File: config.mk
export PLATFORM = sky130hd
export DESIGN_NAME = wordLineDecoder_flat
export DESIGN_NICKNAME = d
export VERILOG_FILES = /design/src/design/sramHeadPkg.sv /design/src/design/sramArrayIf.sv /design/src/design/wordLineDecoder.sv /design/src/flat_wrapper.sv
export VERILOG_INCLUDE_DIRS = /design/src /design/src/design
export SDC_FILE = /design/constraint.sdc
export NUM_CORES = 1
export LEC_CHECK = 0
export ABC_AREA = 1
export BUFFER_PORTS_ARGS = -buffer_cell sky130_fd_sc_hd__buf_4
export CORE_AREA = 2 2 406 408
export DETAILED_ROUTE_END_ITERATION = 8
export DIE_AREA = 0 0 408 410
export PLACE_DENSITY = 0.5
export SLEW_MARGIN = 25
export SYNTH_ARGS = -nofsm -noshare
export SYNTH_HDL_FRONTEND = slang
export SYNTH_SLANG_ARGS = --single-unit
File: constraint.sdc
create_clock -name clk -period 0.8 [get_ports clk]
set_input_delay 0.08 -clock clk [delete_from_list [all_inputs] [get_ports clk]]
set_output_delay 0.08 -clock clk [all_outputs]
set_load 0.005 [all_outputs]
File: src/design/sramHead_settings.svh
`ifndef SRAMHEAD_SETTINGS_SVH
`define SRAMHEAD_SETTINGS_SVH

// Bank geometry
`define SRAM_WORDS 1024
`define WORD_SEL_W 10

// One word is split into byte lanes
`define WORD_W 32
`define BYTE_W 8
`define LANES 4
`define LANE_SEL_W 2

`endif
File: src/design/sramHeadPkg.sv
`default_nettype none

`include "sramHead_settings.svh"

package sramHeadPkg;

	// Address and data shapes of the bank
	typedef logic [`WORD_SEL_W-1:0] wordAddrT;
	typedef logic [`WORD_W-1:0] wordT;
	typedef logic [`BYTE_W-1:0] byteT;

	typedef logic [`LANE_SEL_W-1:0] laneSelT;	// Byte lane index
	typedef logic [`LANES-1:0] laneMaskT;	// One write enable per lane

	typedef logic [`SRAM_WORDS-1:0] wordLineT;	// One-hot row select

	// Access seen by the array in a given cycle
	typedef enum logic [1:0] {
		opIdle = 2'd0,
		opRead = 2'd1,
		opWrite = 2'd2
	} accessOpT;

endpackage

`default_nettype wire

File: src/design/sramArrayIf.sv
`timescale 1ns/1ps
`default_nettype none

interface sramArrayIf
	import sramHeadPkg::*;
();

	// Row select and access type from the decoder
	wordLineT wordLine;
	accessOpT op;

	// Lane-steered write word and its enables
	wordT writeData;
	laneMaskT laneMask;

	wordT senseData;	// Word read from the bank

	modport decoder (
		output wordLine,
		output op
	);

	modport steering (
		output writeData,
		output laneMask
	);

	modport array (
		input wordLine,
		input op,
		input writeData,
		input laneMask,
		output senseData
	);

	// op tells the mux that senseData was just loaded
	modport mux (
		input op,
		input senseData
	);

endinterface

`default_nettype wire

File: src/design/wordLineDecoder.sv
`timescale 1ns/1ps
`default_nettype none

module wordLineDecoder
	import sramHeadPkg::*;
(
	input logic clk,
	input logic rstN,
	input wordAddrT wordSelect,
	input logic readEnable,
	input logic writeEnable,
	input logic wordLineEnable,
	input logic preCharge,
	sramArrayIf.decoder arr
);

	logic accessOk;
	accessOpT nextOp;
	wordLineT nextWordLine;

	//##################################################
	// Access qualification
	//##################################################

	// Bitlines must be released and the row driver on
	assign accessOk = wordLineEnable && !preCharge && (readEnable != writeEnable);

	always_comb begin
		if (!accessOk) begin
			nextOp = opIdle;
		end else if (writeEnable) begin
			nextOp = opWrite;
		end else begin
			nextOp = opRead;
		end
	end

	// No row is raised for an idle cycle
	always_comb begin
		nextWordLine = '0;
		if (accessOk) begin
			nextWordLine = wordLineT'(1) << wordSelect;
		end
	end

	//##################################################
	// Registered row select
	//##################################################

	always_ff @(posedge clk or negedge rstN) begin
		if (!rstN) begin
			arr.wordLine <= '0;
			arr.op <= opIdle;
		end else begin
			arr.wordLine <= nextWordLine;
			arr.op <= nextOp;
		end
	end

	// Both strobes at once is a pin protocol error
	a_singleStrobe: assert property (
		@(posedge clk) disable iff (!rstN)
		!(readEnable && writeEnable)
	) else $error("readEnable and writeEnable both high");

endmodule

`default_nettype wire

File: src/flat_wrapper.sv
// flat-port wrapper written by rule: the top's interface ports become plain ports
module wordLineDecoder_flat import sramHeadPkg::*;
  (clk, rstN, wordSelect, readEnable, writeEnable, wordLineEnable, preCharge, arr_wordLine, arr_op);
  sramArrayIf arr_i ();
  input logic clk;
  input logic rstN;
  input wordAddrT wordSelect;
  input logic readEnable;
  input logic writeEnable;
  input logic wordLineEnable;
  input logic preCharge;
  output wire logic [$bits(arr_i.wordLine)-1:0] arr_wordLine;
  output wire logic [$bits(arr_i.op)-1:0] arr_op;
  assign arr_wordLine = arr_i.wordLine;
  assign arr_op = arr_i.op;
  wordLineDecoder u_core (.clk(clk), .rstN(rstN), .wordSelect(wordSelect), .readEnable(readEnable), .writeEnable(writeEnable), .wordLineEnable(wordLineEnable), .preCharge(preCharge), .arr(arr_i));
endmodule
==> results of run 1 <==
==> timing repair <==
action	4_1_cts	5_1_grt
setup buffers	12	54
endpoints found under the setup margin	1387	2058
hold buffers	51	19
gates resized for setup	1107	168
endpoints found under the hold margin	1863	169
pin swaps	23	96
gates cloned	0	12
==> critical path, delay by kind of cell <==
family,cells,cell delay [ns]
AND/OR/NAND/NOR,5,0.91
buffers and inverters,4,1.07
==> synthesized netlist by cell type (all sizes together) <==
| cell | count |
|---|---|
| inv | 10 |
| nor2 | 1104 |
| nand3 | 129 |
| nand2 | 3 |
| clkbuf | 218 |
| dfrtp | 1026 |
| buf | 71 |
| nor3b | 1 |
| nand4 | 422 |
| nor3 | 8 |
| or2 | 1 |
==> per-stage QoR <==
stage,cell area (sq um),power [mW]
4_1_cts,58680,113.8
6_report,60130,113.2
3_5_place_dp,50150,58.99
2_1_floorplan,35060,54.79
5_1_grt,60130,116.7
3_3_place_gp,50150,58.97
==> where the power goes <==
group	leakage [nW]	internal [mW]	switching, mW
Combinational	11.6	2.53	4.51
Clock	1.91	31.4	22.8
Sequential	14.3	51.9	0.00735
==> layout make-up <==
cell class,instances,share of cell area
antenna,1,0.00004162
tap,2189,0.04555
clock inverter,51,0.01059
inverter,10,0.001498
sequential,1026,0.4276
timing repair buffer,1692,0.3243
clock buffer,158,0.05335
multi-input combinational,1669,0.1371
==> cells by family after synthesis <==
kind of cell,count (synthesis),share of synthesized area
buffers and inverters,299,0.03632
DFF,1026,0.7446
and+or+nand+nor,1668,0.2191
==> metal layers <==
| metal | share of wire | up-vias | wire length (microns) | global-route usage |
|---|---|---|---|---|
| met5 | 0.00018 | - | 36 | 0 |
| met4 | 0.043 | 6 | 8350 | 0.09527 |
| met3 | 0.072 | 258 | 13950 | 0.05885 |
| met2 | 0.50 | 1276 | 96970 | 0.3742 |
| met1 | 0.39 | 15610 | 75450 | 0.2621 |
| li1 | - | 12980 | - | - |
==> worst max path at each step <==
stage	from	end	cells after the start
5_1_grt	rstN	u_core.arr.wordLine[578]	5
3_5_place_dp	wordSelect[1]	u_core.arr.wordLine[779]	9
6_report	writeEnable	u_core.arr.wordLine[58]	9
4_1_cts	u_core.arr.wordLine[947]	arr_wordLine[947]	1
3_3_place_gp	wordSelect[1]	u_core.arr.wordLine[395]	9
2_1_floorplan	wordSelect[5]	u_core.arr.wordLine[275]	7
==> flip-flops by register name (all words and copies together), names as in the netlist <==
signal               flops
u_core.arr.op            2
u_core.arr.wordLine   1024
==> out/qor.log, run 1 <==
INFO  status         status=complete, but fails checks
INFO  status         violations_in_the_final_reports=hold timing, setup timing
INFO  critical_path  cp.arrival=2.12ns
INFO  synth          seq_area_frac_synth=0.7446
INFO  critical_path  timing.critical_path.slowest_cell_delay=0.64ns
INFO  global_route   grt_start_max_net_pins=70
INFO  sta            fin_hold_ws=-0.1354ns
INFO  cts            clock_tree.htree_level_count=3
INFO  sta            setup_tns=-1200.39ns
INFO  sta            final.min_clock_period=1.474ns
INFO  cts            cts-root-to-sink-buffers=3
INFO  cts            tritoncts=done
INFO  floorplanning  die_area=167300squm
INFO  critical_path  critPathMostFrequentCell=buf_12
INFO  global_route   globalRouteOverflowTotal=0
INFO  min_path       min-delay-start=preCharge
INFO  route          drtAntennaViolNets=0
INFO  critical_path  crit_required=1.45ns
INFO  synth          ys_ff_latch=1026
INFO  critical_path  critPathSlowestCell=dlygate4sd3_1
INFO  route          via_per_inst=4.433
INFO  cts            clock_sink_count=1026
INFO  synth          synthesis.instances=2993
INFO  sta            unrepaired_setup_endpoints_after_global_routing=yes
INFO  placed_design  place.port_buffers=1041
INFO  cts            path_clk_slew=0.06ns
INFO  synth          yosys-top-cells-area=dfrtp_1, nor2_1, nand4_1, clkbuf_1, nand3_1
INFO  layout         drive_gt1_frac=0.4290
INFO  sta            timing.fmax=678.2MHz
INFO  layout         nets=4529
INFO  route          post-route-drc-count=0
INFO  critical_path  timing.critical_path.to_type=register
INFO  sta            finalMaxSlewViolations=0
INFO  global_route   grtUsageTotal=0.2205
INFO  placed_design  detailed_place_hpwl=145000microns
INFO  global_route   grt_first_pass_wirelength=256600microns
INFO  route          route.final.wire_length=194800microns
INFO  route          drt_first_pass_iters=7
INFO  synth          syn-cell-area=34480squm
INFO  min_path       classification_of_the_worst_slack_hold_path=in -> reg
INFO  cts            ctsRootBufferMaster=clkbuf_16
INFO  synth          netlist.area_leader.share=0.7446
INFO  sta            setup_violations=2262
INFO  placed_design  gp_congestion=0.8816
INFO  layout         multiInputGateArea=8242squm
INFO  route          route.detailed.wl_per_inst=28.66microns
INFO  sta            portion_of_the_clock_cycle_consumed_by_the_worst_path_in_the_final_layout=1.843
INFO  placed_design  placed_cells_incl_taps=6455
INFO  power          power.static_leakage=27.77nW
INFO  global_route   initial_antenna_violation_count=12
INFO  floorplanning  horizontal_die_dimension=408microns
INFO  floorplanning  die_h=410microns
INFO  flow_run       maxCapViolations=0
INFO  sta            timing_worst_slew_pin_value=0.5299ns
INFO  power          vdd_ir_drop_max=1748uV
INFO  cts            cts_buf_count=114
INFO  critical_path  timing_worst_setup_path_type=in -> reg
INFO  route          via_count=30130
INFO  layout         mostFrequentLayoutCells=buf_6, nor2_1, dfrtp_1
INFO  min_path       worstHoldPathCells=6
INFO  critical_path  crit_path_start_kind=input port
INFO  layout         n_fill_cell=16150
INFO  synth          synth.distinct_cells=17
INFO  floorplanning  floorplan.core_area=163500squm
INFO  critical_path  cp_max_fo=17
INFO  sta            setup_ws=-0.6745ns
INFO  layout         most_common_cell_after_layout_fill_and_taps_aside=buf_6
INFO  floorplanning  initial_utilization=0.2109
INFO  layout         area_growth_syn_to_layout=74.38%
INFO  layout         register_area=25710squm
INFO  synth          synth_area_per_cell=11.52squm
INFO  route          first_iter_violations=2469
INFO  synth          synth_area_leader_cell=dfrtp_1
INFO  critical_path  critical_path.cell_chain=buf_6, dlygate4sd3_1, nor2_4, nor3b_4, nand2_2, or2_4, buf_12, buf_12, nor2_1
INFO  sta            timing.slew.headroom=0.6456
INFO  synth          yosys_warnings=0
INFO  layout         post_layout_cell_count=6796
INFO  floorplanning  placement_rows=149
INFO  layout         final_core_util=0.3678
INFO  power          p_per_area=1883nW/um^2
INFO  sta            final_hold_viol_count=99
INFO  min_path       min_to=u_core.arr.op[1]
INFO  synth          synth.net_count=3009
INFO  placed_design  dp_slack=-1.359ns
INFO  floorplanning  boundaryPins=1042
INFO  global_route   grt_pass1_vias=30920
Note: power is estimated with default switching activity, not from simulation.
==> run 2, diff against run 1 <==
--- a/config.mk
+++ b/config.mk
@@ -7,11 +7,11 @@
 export NUM_CORES = 1
 export LEC_CHECK = 0
 export ABC_AREA = 1
-export BUFFER_PORTS_ARGS = -buffer_cell sky130_fd_sc_hd__buf_4
-export CORE_AREA = 2 2 406 408
+export CORE_AREA = 2 2 402 404
 export DETAILED_ROUTE_END_ITERATION = 8
-export DIE_AREA = 0 0 408 410
-export PLACE_DENSITY = 0.5
+export DIE_AREA = 0 0 404 406
+export DONT_BUFFER_PORTS = 1
+export PLACE_DENSITY = 0.45
 export SLEW_MARGIN = 25
 export SYNTH_ARGS = -nofsm -noshare
 export SYNTH_HDL_FRONTEND = slang
==> run 2 against run 1 <==
Against the previous run:
- the flow finishes with violations (hold timing, slew limit, setup timing)
- clock power decreased by 1%
- critical path depth fell by 5
- combinational power down 22%
- first-iteration DRC count down 6.5%
- largest power group unchanged
==> out/qor.log, run 2 (synthesis gave the netlist of run 1 again) <==
INFO  route          via_count=25800
INFO  sta            portion_of_the_clock_cycle_consumed_by_the_worst_path_in_the_final_layout=1.998
INFO  layout         final_core_util=0.3002
INFO  route          post-route-drc-count=0
INFO  placed_design  gp_congestion=0.8495
INFO  power          internal_power_of_the_cells=84.66mW
INFO  global_route   grt_start_max_net_pins=1027
INFO  cts            tritoncts=done
INFO  route          route.final.wire_length=182800microns
INFO  critical_path  timing_worst_setup_path_type=in -> reg
INFO  floorplanning  die_h=406microns
INFO  route          drt_first_pass_iters=6
INFO  route          via_per_inst=4.622
INFO  sta            final_hold_viol_count=1345
INFO  global_route   globalRouteOverflowTotal=0
INFO  layout         register_ranked_first_by_flip_flop_count=u_core.arr.wordLine
INFO  power          seqPwrFrac=0.467
INFO  cts            cts_buf_count=111
INFO  critical_path  cp_max_fo=212
INFO  sta            setup_ws=-0.7985ns
INFO  placed_design  dp_slack=-1.139ns
INFO  layout         mostFrequentLayoutCells=nor2_1, dfrtp_1, nand4_1
INFO  critical_path  cp.arrival=2.22ns
INFO  power          switchingPower=26.44mW
INFO  power          p_per_area=2318nW/um^2
INFO  layout         multiInputGateArea=8451squm
INFO  critical_path  crit_path_start_kind=input port
INFO  layout         nets=3413
INFO  route          route.detailed.wl_per_inst=32.76microns
INFO  global_route   grtUsageTotal=0.2064
INFO  placed_design  placed_instance_area=40990squm
INFO  floorplanning  horizontal_die_dimension=404microns
INFO  floorplanning  placement_rows=147
INFO  cts            path_clk_slew=0.06ns
INFO  cts            clock_tree.htree_level_count=3
INFO  sta            timing.fmax=625.6MHz
INFO  placed_design  place.port_buffers=0
INFO  layout         register_area=25770squm
INFO  power          pwr-share-clk=0.483
INFO  power          power.static_leakage=20.86nW
INFO  layout         most_common_cell_after_layout_fill_and_taps_aside=nor2_1
INFO  critical_path  crit_required=1.42ns
INFO  floorplanning  boundaryPins=1042
INFO  cts            clock_sink_count=1026
INFO  power          power_frac_comb=0.050
INFO  layout         largest_register_ff_count=1024
INFO  sta            final.min_clock_period=1.598ns
INFO  power          power.share.switching=0.2380
INFO  layout         n_fill_cell=16350
INFO  route          drtAntennaViolNets=0
INFO  sta            fin_hold_ws=-0.9699ns
INFO  global_route   initial_antenna_violation_count=8
INFO  layout         reg.largest.list=u_core.arr.wordLine (1024), u_core.arr.op (2)
INFO  placed_design  placed_cells_incl_taps=5237
INFO  min_path       classification_of_the_worst_slack_hold_path=in -> async
INFO  status         status=complete, but fails checks
INFO  layout         drive_gt1_frac=0.2877
INFO  placed_design  detailed_place_hpwl=125600microns
INFO  status         violations_in_the_final_reports=hold timing, slew limit, setup timing
INFO  critical_path  timing.critical_path.to_type=register
INFO  global_route   grt_pass1_vias=25470
INFO  floorplanning  initial_utilization=0.2160
INFO  layout         final_cell_area=47920squm
INFO  layout         post_layout_cell_count=5581
INFO  route          first_iter_violations=2308
INFO  sta            timing_worst_slew_pin_value=1.609ns
INFO  sta            finalMaxSlewViolations=92
INFO  layout         area_growth_syn_to_layout=38.98%
INFO  cts            cts-root-to-sink-buffers=3
INFO  power          vdd_ir_drop_max=1825uV
INFO  global_route   grt_first_pass_wirelength=232700microns
INFO  cts            ctsRootBufferMaster=clkbuf_16
INFO  sta            setup_violations=2050
INFO  floorplanning  die_area=164000squm
INFO  flow_run       maxCapViolations=0
INFO  sta            timing.slew.headroom=-0.07238
INFO  floorplanning  floorplan.core_area=159600squm
INFO  sta            unrepaired_setup_endpoints_after_global_routing=yes
-- run 2: what timing repair did --
item	in CTS	in global routing
setup buffers	8	78
resized for setup	88	264
endpoints found under the hold margin	2038	1483
hold buffers	2	2
endpoints found under the setup margin	1055	2481
pin swaps	2	91
cloned	0	39
-- run 2: worst max path at each step --
stage / from / to / depth (start not counted)
final: wordSelect[6] / u_core.arr.wordLine[823] / 4
after global routing: writeEnable / u_core.arr.wordLine[319] / 11
after CTS: u_core.arr.wordLine[962] / arr_wordLine[962] / 1
after detailed placement: writeEnable / u_core.arr.wordLine[119] / 7
after global placement: writeEnable / u_core.arr.wordLine[119] / 7
after floorplan: wordSelect[5] / u_core.arr.wordLine[275] / 7
-- run 2: per-layer routing --
metal	routed length, microns	vias up	GRT usage
li1	-	10720	-
met1	71210	13550	0.2495
met2	90050	1266	0.3484
met3	14980	267	0.06044
met4	6600	0	0.07397
met5	0	-	0
-- run 2: layout make-up --
class	count	share of cell area
flip-flops and latches	1026	0.5378
multi-input cells	1668	0.1763
repair buffers	577	0.1474
clock buffers	157	0.06765
well taps	2086	0.05446
clock inverters	52	0.01222
inverters	10	0.002533
repair inverters	3	0.001488
diodes	2	0.0001044
-- run 2: critical path, cell delays in order --
cell,delay [ns]
nor2_2,0.73
buf_4,0.27
nand3_1,0.11
nor2_1,0.30
-- run 2: metrics by stage --
step	TNS [ns]	total power [mW]	hold WS [ns]
floorplan	-337.74	54.79	-0.2156
CTS	-872.25	110.2	-1.069
detailed placement	-656.89	56.09	-0.1985
global placement	-629.26	56.10	-0.1962
global route	-937.37	114.6	-1.013
finish	-932.62	111.1	-0.9699
-- run 2: power groups by stage --
| stage | Clock [mW] | Sequential [mW] | Combinational (mW) |
|---|---|---|---|
| 6_report | 53.7 | 51.9 | 5.50 |
| 5_1_grt | 56.9 | 51.9 | 5.88 |
| 4_1_cts | 55.0 | 51.9 | 3.29 |
| 3_5_place_dp | 0 | 52.9 | 3.22 |
| 3_3_place_gp | 0 | 52.9 | 3.23 |
| 2_1_floorplan | 0 | 52.9 | 1.91 |
