`config.mk`:
```
export PLATFORM = sky130hd
export DESIGN_NAME = writeLaneSteering_flat
export DESIGN_NICKNAME = d
export VERILOG_FILES = /design/src/design/sramHeadPkg.sv /design/src/design/sramArrayIf.sv /design/src/design/writeLaneSteering.sv /design/src/flat_wrapper.sv
export VERILOG_INCLUDE_DIRS = /design/src /design/src/design
export SDC_FILE = /design/constraint.sdc
export NUM_CORES = 1
export LEC_CHECK = 0
export BUFFER_PORTS_ARGS = -buffer_cell sky130_fd_sc_hd__buf_2
export CORE_AREA = 2 2 53 55
export DETAILED_ROUTE_END_ITERATION = 16
export DIE_AREA = 0 0 55 57
export PLACE_DENSITY = 0.75
export SYNTH_ARGS = -nofsm -noshare
export SYNTH_HDL_FRONTEND = slang
export SYNTH_SLANG_ARGS = --single-unit
```
`constraint.sdc`:
```
create_clock -name clk -period 0.8 [get_ports clk]
set_input_delay 0.04 -clock clk [delete_from_list [all_inputs] [get_ports clk]]
set_output_delay 0.04 -clock clk [all_outputs]
set_load 0.02 [all_outputs]
```
`src/design/sramHead_settings.svh`:
```
`ifndef SRAMHEAD_SETTINGS_SVH
`define SRAMHEAD_SETTINGS_SVH

// Bank geometry
`define SRAM_WORDS 1024
`define WORD_SEL_W 10

// One word is split into byte lanes
`define WORD_W 32
`define BYTE_W 8
`define LANES 4
`define LANE_SEL_W 2

`endif
```
`src/design/sramHeadPkg.sv`:
```
`default_nettype none

`include "sramHead_settings.svh"

package sramHeadPkg;

	// Address and data shapes of the bank
	typedef logic [`WORD_SEL_W-1:0] wordAddrT;
	typedef logic [`WORD_W-1:0] wordT;
	typedef logic [`BYTE_W-1:0] byteT;

	typedef logic [`LANE_SEL_W-1:0] laneSelT;	// Byte lane index
	typedef logic [`LANES-1:0] laneMaskT;	// One write enable per lane

	typedef logic [`SRAM_WORDS-1:0] wordLineT;	// One-hot row select

	// Access seen by the array in a given cycle
	typedef enum logic [1:0] {
		opIdle = 2'd0,
		opRead = 2'd1,
		opWrite = 2'd2
	} accessOpT;

endpackage

`default_nettype wire

```
`src/design/sramArrayIf.sv`:
```
`timescale 1ns/1ps
`default_nettype none

interface sramArrayIf
	import sramHeadPkg::*;
();

	// Row select and access type from the decoder
	wordLineT wordLine;
	accessOpT op;

	// Lane-steered write word and its enables
	wordT writeData;
	laneMaskT laneMask;

	wordT senseData;	// Word read from the bank

	modport decoder (
		output wordLine,
		output op
	);

	modport steering (
		output writeData,
		output laneMask
	);

	modport array (
		input wordLine,
		input op,
		input writeData,
		input laneMask,
		output senseData
	);

	// op tells the mux that senseData was just loaded
	modport mux (
		input op,
		input senseData
	);

endinterface

`default_nettype wire

```
`src/design/writeLaneSteering.sv`:
```
`timescale 1ns/1ps
`default_nettype none

`include "sramHead_settings.svh"

module writeLaneSteering
	import sramHeadPkg::*;
(
	input logic clk,
	input logic rstN,
	input byteT dataIn,
	input laneSelT byteSelect,
	input logic writeEnable,
	sramArrayIf.steering arr
);

	wordT laneWord;
	laneMaskT laneBit;

	// Byte lands in its lane, other lanes stay zero
	always_comb begin
		laneWord = '0;
		laneWord[byteSelect*`BYTE_W +: `BYTE_W] = dataIn;
	end

	assign laneBit = laneMaskT'(1) << byteSelect;

	//##################################################
	// Input register toward the bank
	//##################################################

	always_ff @(posedge clk) begin
		arr.writeData <= laneWord;
	end

	// The array still checks op before it writes
	always_ff @(posedge clk or negedge rstN) begin
		if (!rstN) begin
			arr.laneMask <= '0;
		end else if (writeEnable) begin
			arr.laneMask <= laneBit;
		end else begin
			arr.laneMask <= '0;	// No lane touched
		end
	end

endmodule

`default_nettype wire

```
`src/flat_wrapper.sv`:
```
// flat-port wrapper written by rule: the top's interface ports become plain ports
module writeLaneSteering_flat import sramHeadPkg::*;
  (clk, rstN, dataIn, byteSelect, writeEnable, arr_writeData, arr_laneMask);
  sramArrayIf arr_i ();
  input logic clk;
  input logic rstN;
  input byteT dataIn;
  input laneSelT byteSelect;
  input logic writeEnable;
  output wire logic [$bits(arr_i.writeData)-1:0] arr_writeData;
  output wire logic [$bits(arr_i.laneMask)-1:0] arr_laneMask;
  assign arr_writeData = arr_i.writeData;
  assign arr_laneMask = arr_i.laneMask;
  writeLaneSteering u_core (.clk(clk), .rstN(rstN), .dataIn(dataIn), .byteSelect(byteSelect), .writeEnable(writeEnable), .arr(arr_i));
endmodule
```
==> results of run 1 <==
report_power, final:
part	switching, mW	internal (mW)	total (mW)
combinational	0.133	0.169	0.303
sequential	0.0144	1.83	1.84
clock	0.601	0.433	1.03
total	0.749	2.43	3.18
layer usage:
metal | share of wire [%] | routed length (um) | track usage [%] | vias up
met2 | 56 | 1538 | 34.86 | 38
met1 | 36 | 979 | 19.25 | 385
met5 | 0 | 0 | 0 | -
met4 | 1.5 | 42 | 9.408 | 0
li1 | - | - | - | 410
met3 | 6.6 | 180 | 7.330 | 4
how the worst min path moves through the flow:
stage | to | cells after the start
CTS | u_core.arr.laneMask[0] | 2
detailed placement | u_core.arr.laneMask[0] | 1
global route | u_core.arr.laneMask[0] | 2
global placement | u_core.arr.laneMask[3] | 1
floorplan | u_core.arr.laneMask[0] | 0
finish | u_core.arr.laneMask[0] | 2
flip-flops by register name (all words and copies together) (netlist names):
| register | flops |
|---|---|
| u_core.arr.writeData | 32 |
| u_core.arr.laneMask | 4 |
timing repair:
item / in CTS / in global routing
setup endpoints to repair: 39 / 60
hold buffers: 10 / 0
endpoints found under the hold margin: 40 / 0
gates resized for setup: 105 / 4
cells in the mapped netlist:
master and count:
ha_1 8, and4bb_1 2, and4b_1 1, and4bb_4 1
dfxtp_1 32, dfrtp_1 4, inv_1 2, and2_1 36
through the flow:
step / total power, mW / setup TNS [ns] / hold WS (ns) / std cells
floorplan: 1.971 / -1.992 / -0.2556 / 86
global placement: 2.085 / -8.843 / -0.1576 / 171
detailed placement: 2.091 / -9.720 / -0.1538 / 171
CTS: 3.165 / -1.711 / 0.01852 / 189
global route: 3.305 / -2.820 / 0.03671 / 189
finish: 3.179 / -1.715 / 0.03075 / 189
cells by family (layout without fill, tap and decap cells):
group / after synthesis / count (layout) / share of synthesized area, %
AND/OR/NAND/NOR: 40 / 40 / 24.58
flip-flops: 36 / 36 / 65.85
adder cells (fa/ha/maj): 8 / 8 / 8.899
buffers and inverters: 2 / 74 / 0.6677
final cells by class:
type,instances,share of cell area (%)
clock buffer,7,2.904
tap,31,2.046
timing repair buffer,64,32.21
multi-input combinational,48,20.92
clock inverter,1,0.3300
sequential,36,41.19
inverter,2,0.3960
==> impl_results.md, run 1 <==
* Max Transition Viols Final at 0
* DIE WIDTH at 55 um
* Fillcell total at approximately 170
* Root buffer cell: clkbuf_4
* 1st-iter DRT viols at 9
* Delay-heaviest family, CP: flip-flops
* Final setup vio count at 36
* DRC violations left at 0
* Clock Path Buffers at 2
* Syn nets at between 100 and 150
* Register area at a little under 800 sq um
* First-pass GRT wire length at ~4000 um
* Share of cells above drive strength 1 at a little over three fifths
* Synth warnings at 0
* Syn avg cell area at between 10 and 15 sq um
* Synth area leaders: dfxtp_1 (57%), and2_1 (20%), dfrtp_1 (8.9%)
* Post-synthesis register bit count at 36
* Peak VDD IR at 1.505 mV
* Period minus WS final at 0.8926 ns
* CTS tree: done
* Routed vias/inst at roughly 4.4
* Mapped cell area at approximately 1100 sq um
* Die Y at approximately 57 um
* Leading area contributor after synthesis: dfxtp_1
* Arr. time, crit path at 0.85 ns
* Design area at ~1900 sq um
* Most frequent cells in the layout: and2_1 (36), buf_6 (36), dfxtp_2 (32)
* Rows at 19
* Initial Util at 43.01%
* First-pass DRT Iterations at 4
* Clock transition at the registers of the reported paths at about 0.090 ns
* Via count at roughly 840
* Seq/Total Area, Yosys at 65.85%
* Final Hold Viols at 0
* Slowest Stage Delay on Critical Path at approximately 0.38 ns
* Outcome: complete, but fails checks
* Crit. End Element: output port
* Peak Freq at ~1100 MHz
* Slew of the pin with the lowest slew margin at ~0.17 ns
* Synth cell types at 8
* Area share of the largest cell type after synthesis at 56.95%
* H-tree level count at 2
* Cell Area, Placed at around 1500 sq um
* Wire per inst at between 10 and 15 um
* Largest net degree at the start of global routing at 12
* Req. time, crit path at approximately 0.76 ns
* Crit path kind: reg2out
* Crit start category: flop
* CP Cell Sequence: buf_6
* Area of the multi-input gates at roughly 400 sq um
* Setup bufs post-CTS at 0
* CP Capture Point: arr_laneMask[1]
* Layout Nets at about 180
* Worst min-delay path category: in2async
* Cell count after synthesis at 86
* Clk sink count at 36
* # port buffers at 48
* RSZ-0062 raised after global routing: yes
* Vias in the first global route at between 800 and 900
* Core area at between 2000 and 3000 sq um
* Power density over the cells at between 1500 and 2000 nW/um^2
* # diodes at 0
* Failing checks: setup timing
* Die ar. at between 3000 and 4000 sq um
* Layout area overhead at 68.52%
* Setup crit start: u_core.arr.laneMask[1]
* Final Util at slightly above 70%
* Tcrit/Tclk final at 111.6%
* Inserted Clock Buffers at 5
* Global route total overflow at 0
* Antenna violations before repair at 0
* Final WS setup at -0.09259 ns
* Levels on crit path at 1
* Slew headroom at ~90%
* Final WL at roughly 2700 um
* CP Buf/Inv Count at 1
* Post-DP HPWL at about 1500 um
* Critical path peak fanout at 1
* CP max stage cell: dfrtp_1
* Placement Setup Slack at -0.3686 ns
* IO Pins at ~50
* Final GP Congestion at ~0.7
* Static Leak at around 0.90 nW
* Max-cap viol count at 0
* Overall routing resource usage at roughly 20%
* Detail Route Antenna Nets at 0
Power figures use the tool's default switching activity.
==> inputs of run 2 (changes only) <==
--- a/config.mk
+++ b/config.mk
@@ -7,10 +7,12 @@
 export NUM_CORES = 1
 export LEC_CHECK = 0
 export BUFFER_PORTS_ARGS = -buffer_cell sky130_fd_sc_hd__buf_2
-export CORE_AREA = 2 2 53 55
+export CELL_PAD_IN_SITES_DETAIL_PLACEMENT = 0
+export CELL_PAD_IN_SITES_GLOBAL_PLACEMENT = 1
+export CORE_AREA = 2 2 61 63
 export DETAILED_ROUTE_END_ITERATION = 16
-export DIE_AREA = 0 0 55 57
-export PLACE_DENSITY = 0.75
+export DIE_AREA = 0 0 63 65
+export PLACE_DENSITY_LB_ADDON = 0.1
 export SYNTH_ARGS = -nofsm -noshare
 export SYNTH_HDL_FRONTEND = slang
 export SYNTH_SLANG_ARGS = --single-unit
==> run 2 against run 1 <==
The flow still finishes with violations (setup timing). Global-route usage down 7.4 points. Power shrank 3.4%. Clock power shrank 9%. Routed wire length down 18%. Via count is 3.7% lower. Sequential power about the same. Cell count grew 8.5%. Critical path depth stayed put. Utilization decreased by 18 points. Sequential cell count stayed put. Non-clock buffer count fell by 1. Critical path type unchanged. Worst hold slack improved by 0.012 ns. Largest power group unchanged.
==> impl_results.md, run 2 (same netlist as run 1, synthesis figures left out) <==
* Worst min-delay path category: in2async (unchanged)
* Root buffer cell: clkbuf_4 (unchanged)
* Largest register FFs at 32 (unchanged)
* # diodes at 0 (unchanged)
* Non-Filler Instances at 205 (was 189)
* Static Leak at 0.8917 nW (was 0.8986 nW)
* Design area at 1901 sq um (was 1896 sq um)
* CP max stage cell: dfrtp_1 (unchanged)
* Setup crit start: u_core.arr.laneMask[2] (was u_core.arr.laneMask[1])
* CTS tree: done (unchanged)
* Detail Route Antenna Nets at 0 (unchanged)
* Slew of the pin with the lowest slew margin at 0.1916 ns (was 0.1735 ns)
* Slew headroom at 87.23% (was 88.42%)
* Combinational share of power at 9.4% (was 9.5%)
* Die Y at 65 um (was 57 um)
* Net Sw Power at 0.6456 mW (was 0.7488 mW)
* Failing checks: setup timing (unchanged)
* Crit start category: flop (unchanged)
* RSZ-0062 raised after global routing: yes (unchanged)
* Final WL at 2257 um (was 2741 um)
* CP Buf/Inv Count at 1 (unchanged)
* Biggest regs: u_core.arr.writeData: 32 flops, u_core.arr.laneMask: 4 flops (unchanged)
* Delay-heaviest family, CP: flip-flops (unchanged)
* Inserted Clock Buffers at 5 (unchanged)
* 1st-iter DRT viols at 10 (was 9)
* DIE WIDTH at 63 um (was 55 um)
* Layout Nets at 177 (was 178)
* Via count at 806 (was 837)
* Clock Path Buffers at 2 (unchanged)
* Global route total overflow at 0 (unchanged)
* Fillcell total at 325 (was 167)
* Wire per inst at 11.01 um (was 14.50 um)
* Crit. End Element: output port (unchanged)
* Max-cap viol count at 0 (unchanged)
* Tcrit/Tclk final at 109.0% (was 111.6%)
* Pint at 2.424 mW (was 2.430 mW)
* Overall routing resource usage at 12.27% (was 19.65%)
* Most frequent cells in the layout: and2_1 (36), buf_6 (36), dfxtp_2 (32) (unchanged)
* Critical path peak fanout at 1 (unchanged)
* Final Hold Viols at 0 (unchanged)
* Routed vias/inst at 3.932 (was 4.429)
* Core area at 3496 sq um (was 2615 sq um)
* IO Pins at 49 (unchanged)
* Max Transition Viols Final at 0 (unchanged)
* CP Cell Sequence: buf_6 (unchanged)
* Slowest Stage Delay on Critical Path at 0.39 ns (was 0.38 ns)
* Vias in the first global route at 800 (was 816)
* Power density over the cells at 1615 nW/um^2 (was 1677 nW/um^2)
* Clock transition at the registers of the reported paths at 0.09 ns (about the same)
* Rows at 22 (was 19)
* First-pass GRT wire length at 3629 um (was 4064 um)
* Cell Area, Placed at 1475 sq um (was 1461 sq um)
* Sequential fraction of design power at 60.0% (was 57.9%)
* First-pass DRT Iterations at 4 (unchanged)
* Final GP Congestion at 0.6736 (was 0.6997)
* Period minus WS final at 0.8717 ns (was 0.8926 ns)
* Layout area overhead at 68.97% (was 68.52%)
* Final WS setup at -0.07170 ns (was -0.09259 ns)
* Clk sink count at 36 (unchanged)
* Setup bufs post-CTS at 0 (unchanged)
* Req. time, crit path at 0.76 ns (about the same)
* Arr. time, crit path at 0.83 ns (was 0.85 ns)
* Post-DP HPWL at 1594 um (was 1526 um)
* Largest Register: u_core.arr.writeData (unchanged)
* Peak Freq at 1147 MHz (was 1120 MHz)
* Post-route total power at 3.069 mW (was 3.179 mW)
* Crit path kind: reg2out (unchanged)
* H-tree level count at 2 (unchanged)
* Antenna violations before repair at 0 (unchanged)
* Placement Setup Slack at -0.3703 ns (was -0.3686 ns)
* Outcome: complete, but fails checks (unchanged)
* Initial Util at 32.18% (was 43.01%)
* Die ar. at 4095 sq um (was 3135 sq um)
* DRC violations left at 0 (unchanged)
* Largest net degree at the start of global routing at 11 (was 12)
* CP Capture Point: arr_laneMask[2] (was arr_laneMask[1])
* Share of cells above drive strength 1 at 61.78% (was 63.29%)
* Area of the multi-input gates at 390.4 sq um (was 396.6 sq um)
* Placed insts at 187 (was 171)
* Peak VDD IR at 0.7489 mV (was 1.505 mV)
* Levels on crit path at 1 (unchanged)
* # port buffers at 48 (unchanged)
* Clock power frac at 30.6% (was 32.5%)
* Net Sw Frac at 21.03% (was 23.56%)
* Hold Slack at 0.04263 ns (was 0.03075 ns)
* Final setup vio count at 28 (was 36)
* Register area at 780.7 sq um (unchanged)
run 2: final cells by class:
| class | count | area share, % |
|---|---|---|
| sequential | 36 | 41.08 |
| timing repair buffer | 63 | 31.73 |
| multi-input combinational | 48 | 20.54 |
| tap | 48 | 3.160 |
| clock buffer | 8 | 3.094 |
| inverter | 2 | 0.3950 |
run 2: timing repair:
action,in CTS,in global routing
endpoints found under the hold margin,40,0
gates resized for setup,106,1
hold buffers,10,0
setup endpoints to repair,52,44
run 2: power by group through the flow:
stage	registers [mW]	clock network [mW]	logic, mW
after floorplan	1.91	0	0.0581
after global placement	1.87	0	0.217
after detailed placement	1.87	0	0.221
after CTS	1.84	0.989	0.294
after global routing	1.84	1.09	0.318
final	1.84	0.940	0.289
run 2: worst min-delay path by stage:
stage               startpoint  slack, ns                      to  cells past startpoint
floorplan                 rstN      -0.26  u_core.arr.laneMask[0]                      0
global placement          rstN      -0.16  u_core.arr.laneMask[0]                      1
detailed placement        rstN      -0.15  u_core.arr.laneMask[0]                      1
CTS                       rstN       0.02  u_core.arr.laneMask[1]                      2
global route              rstN       0.03  u_core.arr.laneMask[1]                      2
finish                    rstN       0.04  u_core.arr.laneMask[2]                      2
run 2: routing by layer:
| layer | vias to the layer above | share of wire [%] | global-route usage (%) |
|---|---|---|---|
| li1 | 407 | - | - |
| met1 | 365 | 42 | 13.02 |
| met2 | 29 | 50 | 20.48 |
| met3 | 5 | 5.6 | 4.861 |
| met4 | 0 | 2.1 | 7.500 |
| met5 | - | 0 | 0 |
run 2: per-stage QoR:
stage	util [%]	setup TNS [ns]
3_5_place_dp	42.20	-9.999
3_3_place_gp	42.20	-9.349
2_1_floorplan	-	-1.992
6_report	54.37	-0.3508
4_1_cts	54.37	-1.086
5_1_grt	54.37	-2.143
==> inputs of run 3 (changes only) <==
--- a/config.mk
+++ b/config.mk
@@ -9,9 +9,9 @@
 export BUFFER_PORTS_ARGS = -buffer_cell sky130_fd_sc_hd__buf_2
 export CELL_PAD_IN_SITES_DETAIL_PLACEMENT = 0
 export CELL_PAD_IN_SITES_GLOBAL_PLACEMENT = 1
-export CORE_AREA = 2 2 61 63
+export CORE_AREA = 2 2 59 61
 export DETAILED_ROUTE_END_ITERATION = 16
-export DIE_AREA = 0 0 63 65
+export DIE_AREA = 0 0 61 63
 export PLACE_DENSITY_LB_ADDON = 0.1
 export SYNTH_ARGS = -nofsm -noshare
 export SYNTH_HDL_FRONTEND = slang
==> constraint.sdc (replaced) <==
create_clock -name clk -period 1.05 [get_ports clk]
set_input_delay 0.0525 -clock clk [delete_from_list [all_inputs] [get_ports clk]]
set_output_delay 0.0525 -clock clk [all_outputs]
set_load 0.02 [all_outputs]
==> run 3 against run 2 <==
The flow now finishes without violations. Worst setup slack better by 0.21 ns. Non-clock buffer count unchanged. Routed wire length shrank 4.9%. First-iteration DRC count is 20% lower. Critical path type unchanged.
==> impl_results.md, run 3 (same netlist as run 1, synthesis figures left out) <==
* Slew of the pin with the lowest slew margin at 0.2942 ns (was 0.1916 ns)
* Outcome: finished clean (was complete, but fails checks)
* Static Leak at 0.8764 nW (was 0.8917 nW)
* Antenna violations before repair at 0 (unchanged)
* Peak Freq at approximately 1100 MHz
* Initial Util at 34.80% (was 32.18%)
* Cts repair resizes at 0 (was 106)
* Final WL at 2147 um (was 2257 um)
* Max Transition Viols Final at 0 (unchanged)
* Largest net degree at the start of global routing at 12 (was 11)
* Via count at 807 (was 806)
* Worst min-delay path category: in2async (unchanged)
* Share of cells above drive strength 1 at 39.49% (was 61.78%)
* Crit path kind: reg2out (unchanged)
* Crit start category: flop (unchanged)
* Wire per inst at 10.58 um (was 11.01 um)
* Crit. End Element: output port (unchanged)
* Net Sw Power at 0.5180 mW (was 0.6456 mW)
* IO Pins at 49 (unchanged)
* Post-DP HPWL at 1537 um (was 1594 um)
* Power density over the cells at 1538 nW/um^2 (was 1615 nW/um^2)
* Slowest Stage Delay on Critical Path at 0.38 ns (was 0.39 ns)
* Routed vias/inst at 3.975 (was 3.932)
* Clock Path Buffers at 2 (unchanged)
* Non-Filler Instances at 203 (was 205)
* Vias in the first global route at 768 (was 800)
* Core area at 3232 sq um (was 3496 sq um)
* Pint at 2.020 mW (was 2.424 mW)
* Overall routing resource usage at 12.01% (was 12.27%)
* Final GP Congestion at 0.7150 (was 0.6736)
* Layout Nets at 177 (unchanged)
* Clock transition at the registers of the reported paths at 0.09 ns (about the same)
* Max-cap viol count at 0 (unchanged)
* Die ar. at 3843 sq um (was 4095 sq um)
* First-pass GRT wire length at 3243 um (was 3629 um)
* Clk sink count at 36 (unchanged)
* # port buffers at 48 (unchanged)
* First-pass DRT Iterations at 2 (was 4)
* Arr. time, crit path at 0.86 ns (was 0.83 ns)
* Top layer in use: met4 (unchanged)
* Tcrit/Tclk final at between 80% and 90%
* Combinational share of power at 7.3% (was 9.4%)
* # diodes at 0 (unchanged)
* Req. time, crit path at 1.00 ns (was 0.76 ns)
* WL met1 at 864 um (was 952 um)
* Most common cell after layout, fill and taps aside: buf_2
* DIE WIDTH at 61 um (was 63 um)
* Most frequent cells in the layout: buf_2 (48), and2_1 (36), dfxtp_1 (32) (was and2_1 (36), buf_6 (36), dfxtp_2 (32))
* CP Buf/Inv Count at 1 (unchanged)
* Largest register FFs at 32 (unchanged)
* Clock power frac at 37.7% (was 30.6%)
* 1st-iter DRT viols at 8 (was 10)
* Biggest regs: u_core.arr.writeData: 32 flops, u_core.arr.laneMask: 4 flops (unchanged)
* Placed insts at 185 (was 187)
* Root buffer cell: clkbuf_4 (unchanged)
* Delay-heaviest family, CP: flip-flops (unchanged)
* Critical path peak fanout at 1 (unchanged)
* Design area at 1650 sq um (was 1901 sq um)
* Met2 WL at 1073 um (was 1129 um)
* Net Sw Frac at 20.41% (was 21.03%)
* Layout area overhead at 46.72% (was 68.97%)
* Detail Route Antenna Nets at 0 (unchanged)
* Die Y at 63 um (was 65 um)
* Rows at 21 (was 22)
* Final setup vio count at 0 (was 28)
* CTS tree: done (unchanged)
* Peak VDD IR at 0.7606 mV (was 0.7489 mV)
* CP max stage cell: dfrtp_1 (unchanged)
* H-tree level count at 2 (unchanged)
* Largest Register: u_core.arr.writeData (unchanged)
* Global route total overflow at 0 (unchanged)
* RSZ-0062 raised after global routing: no (was yes)
* Final Util at 51.06% (was 54.37%)
* Sequential fraction of design power at 55.0% (was 60.0%)
* CP Cell Sequence: buf_2 (was buf_6)
* Period minus WS final at 0.9077 ns
* Slew headroom at 80.37% (was 87.23%)
* Final Hold Viols at 0 (unchanged)
* Routed length on met3 at 169 um (was 126 um)
* Cell Area, Placed at 1460 sq um (was 1475 sq um)
* Inserted Clock Buffers at 5 (unchanged)
* DRC violations left at 0 (unchanged)
-- run 3: cell counts in the layout (fill, tap and decap cells not counted) --
No cell type changed its count.
-- run 3: cell type report --
class / instances / area (sq um)
inverters: 2 / 7.507
clock buffers: 8 / 90.09
flip-flops and latches: 36 / 740.7
repair buffers: 63 / 377.9
multi-input cells: 48 / 376.6
well taps: 46 / 57.56
fillers: 324 / 1582
-- run 3: path summary, 6_finish.rpt --
check                                  startpoint                     end  slack, ns  depth (start not counted)
worst max-delay path       u_core.arr.laneMask[0]         arr_laneMask[0]       0.14                          1
worst min-delay path                         rstN  u_core.arr.laneMask[3]       0.06                          2
max in group asynchronous                    rstN  u_core.arr.laneMask[0]       0.87                          2
min in group clk                    byteSelect[1]  u_core.arr.laneMask[2]       0.19                          4
-- run 3: stage by stage --
step                hold WS, ns  setup WS, ns  power, mW  TNS, ns
floorplan               -0.2431        0.1001      1.498        0
global placement        -0.1464       -0.1970      1.582   -3.510
detailed placement      -0.1429       -0.2317      1.586   -4.375
CTS                     0.03146        0.1122      2.583        0
global route            0.05054       0.08673      2.640        0
finish                  0.06172        0.1423      2.538        0
-- run 3: power by group through the flow --
stage	clock (mW)	combinational (mW)	sequential, mW
after global placement	0	0.156	1.43
after CTS	0.998	0.189	1.40
after floorplan	0	0.0403	1.46
after global routing	1.04	0.205	1.40
final	0.958	0.185	1.40
after detailed placement	0	0.160	1.43
-- run 3: routing by layer --
layer  GRT usage (%)  vias to the layer above
li1                -                      407
met1           12.03                      363
met2           19.62                       31
met3           6.625                        6
met4           5.707                        0
met5               0                        -
-- run 3: repair_timing --
item                      4_1_cts  5_1_grt
hold buffers                   10        0
buffers inserted                0        0
hold endpoints to repair       40        0
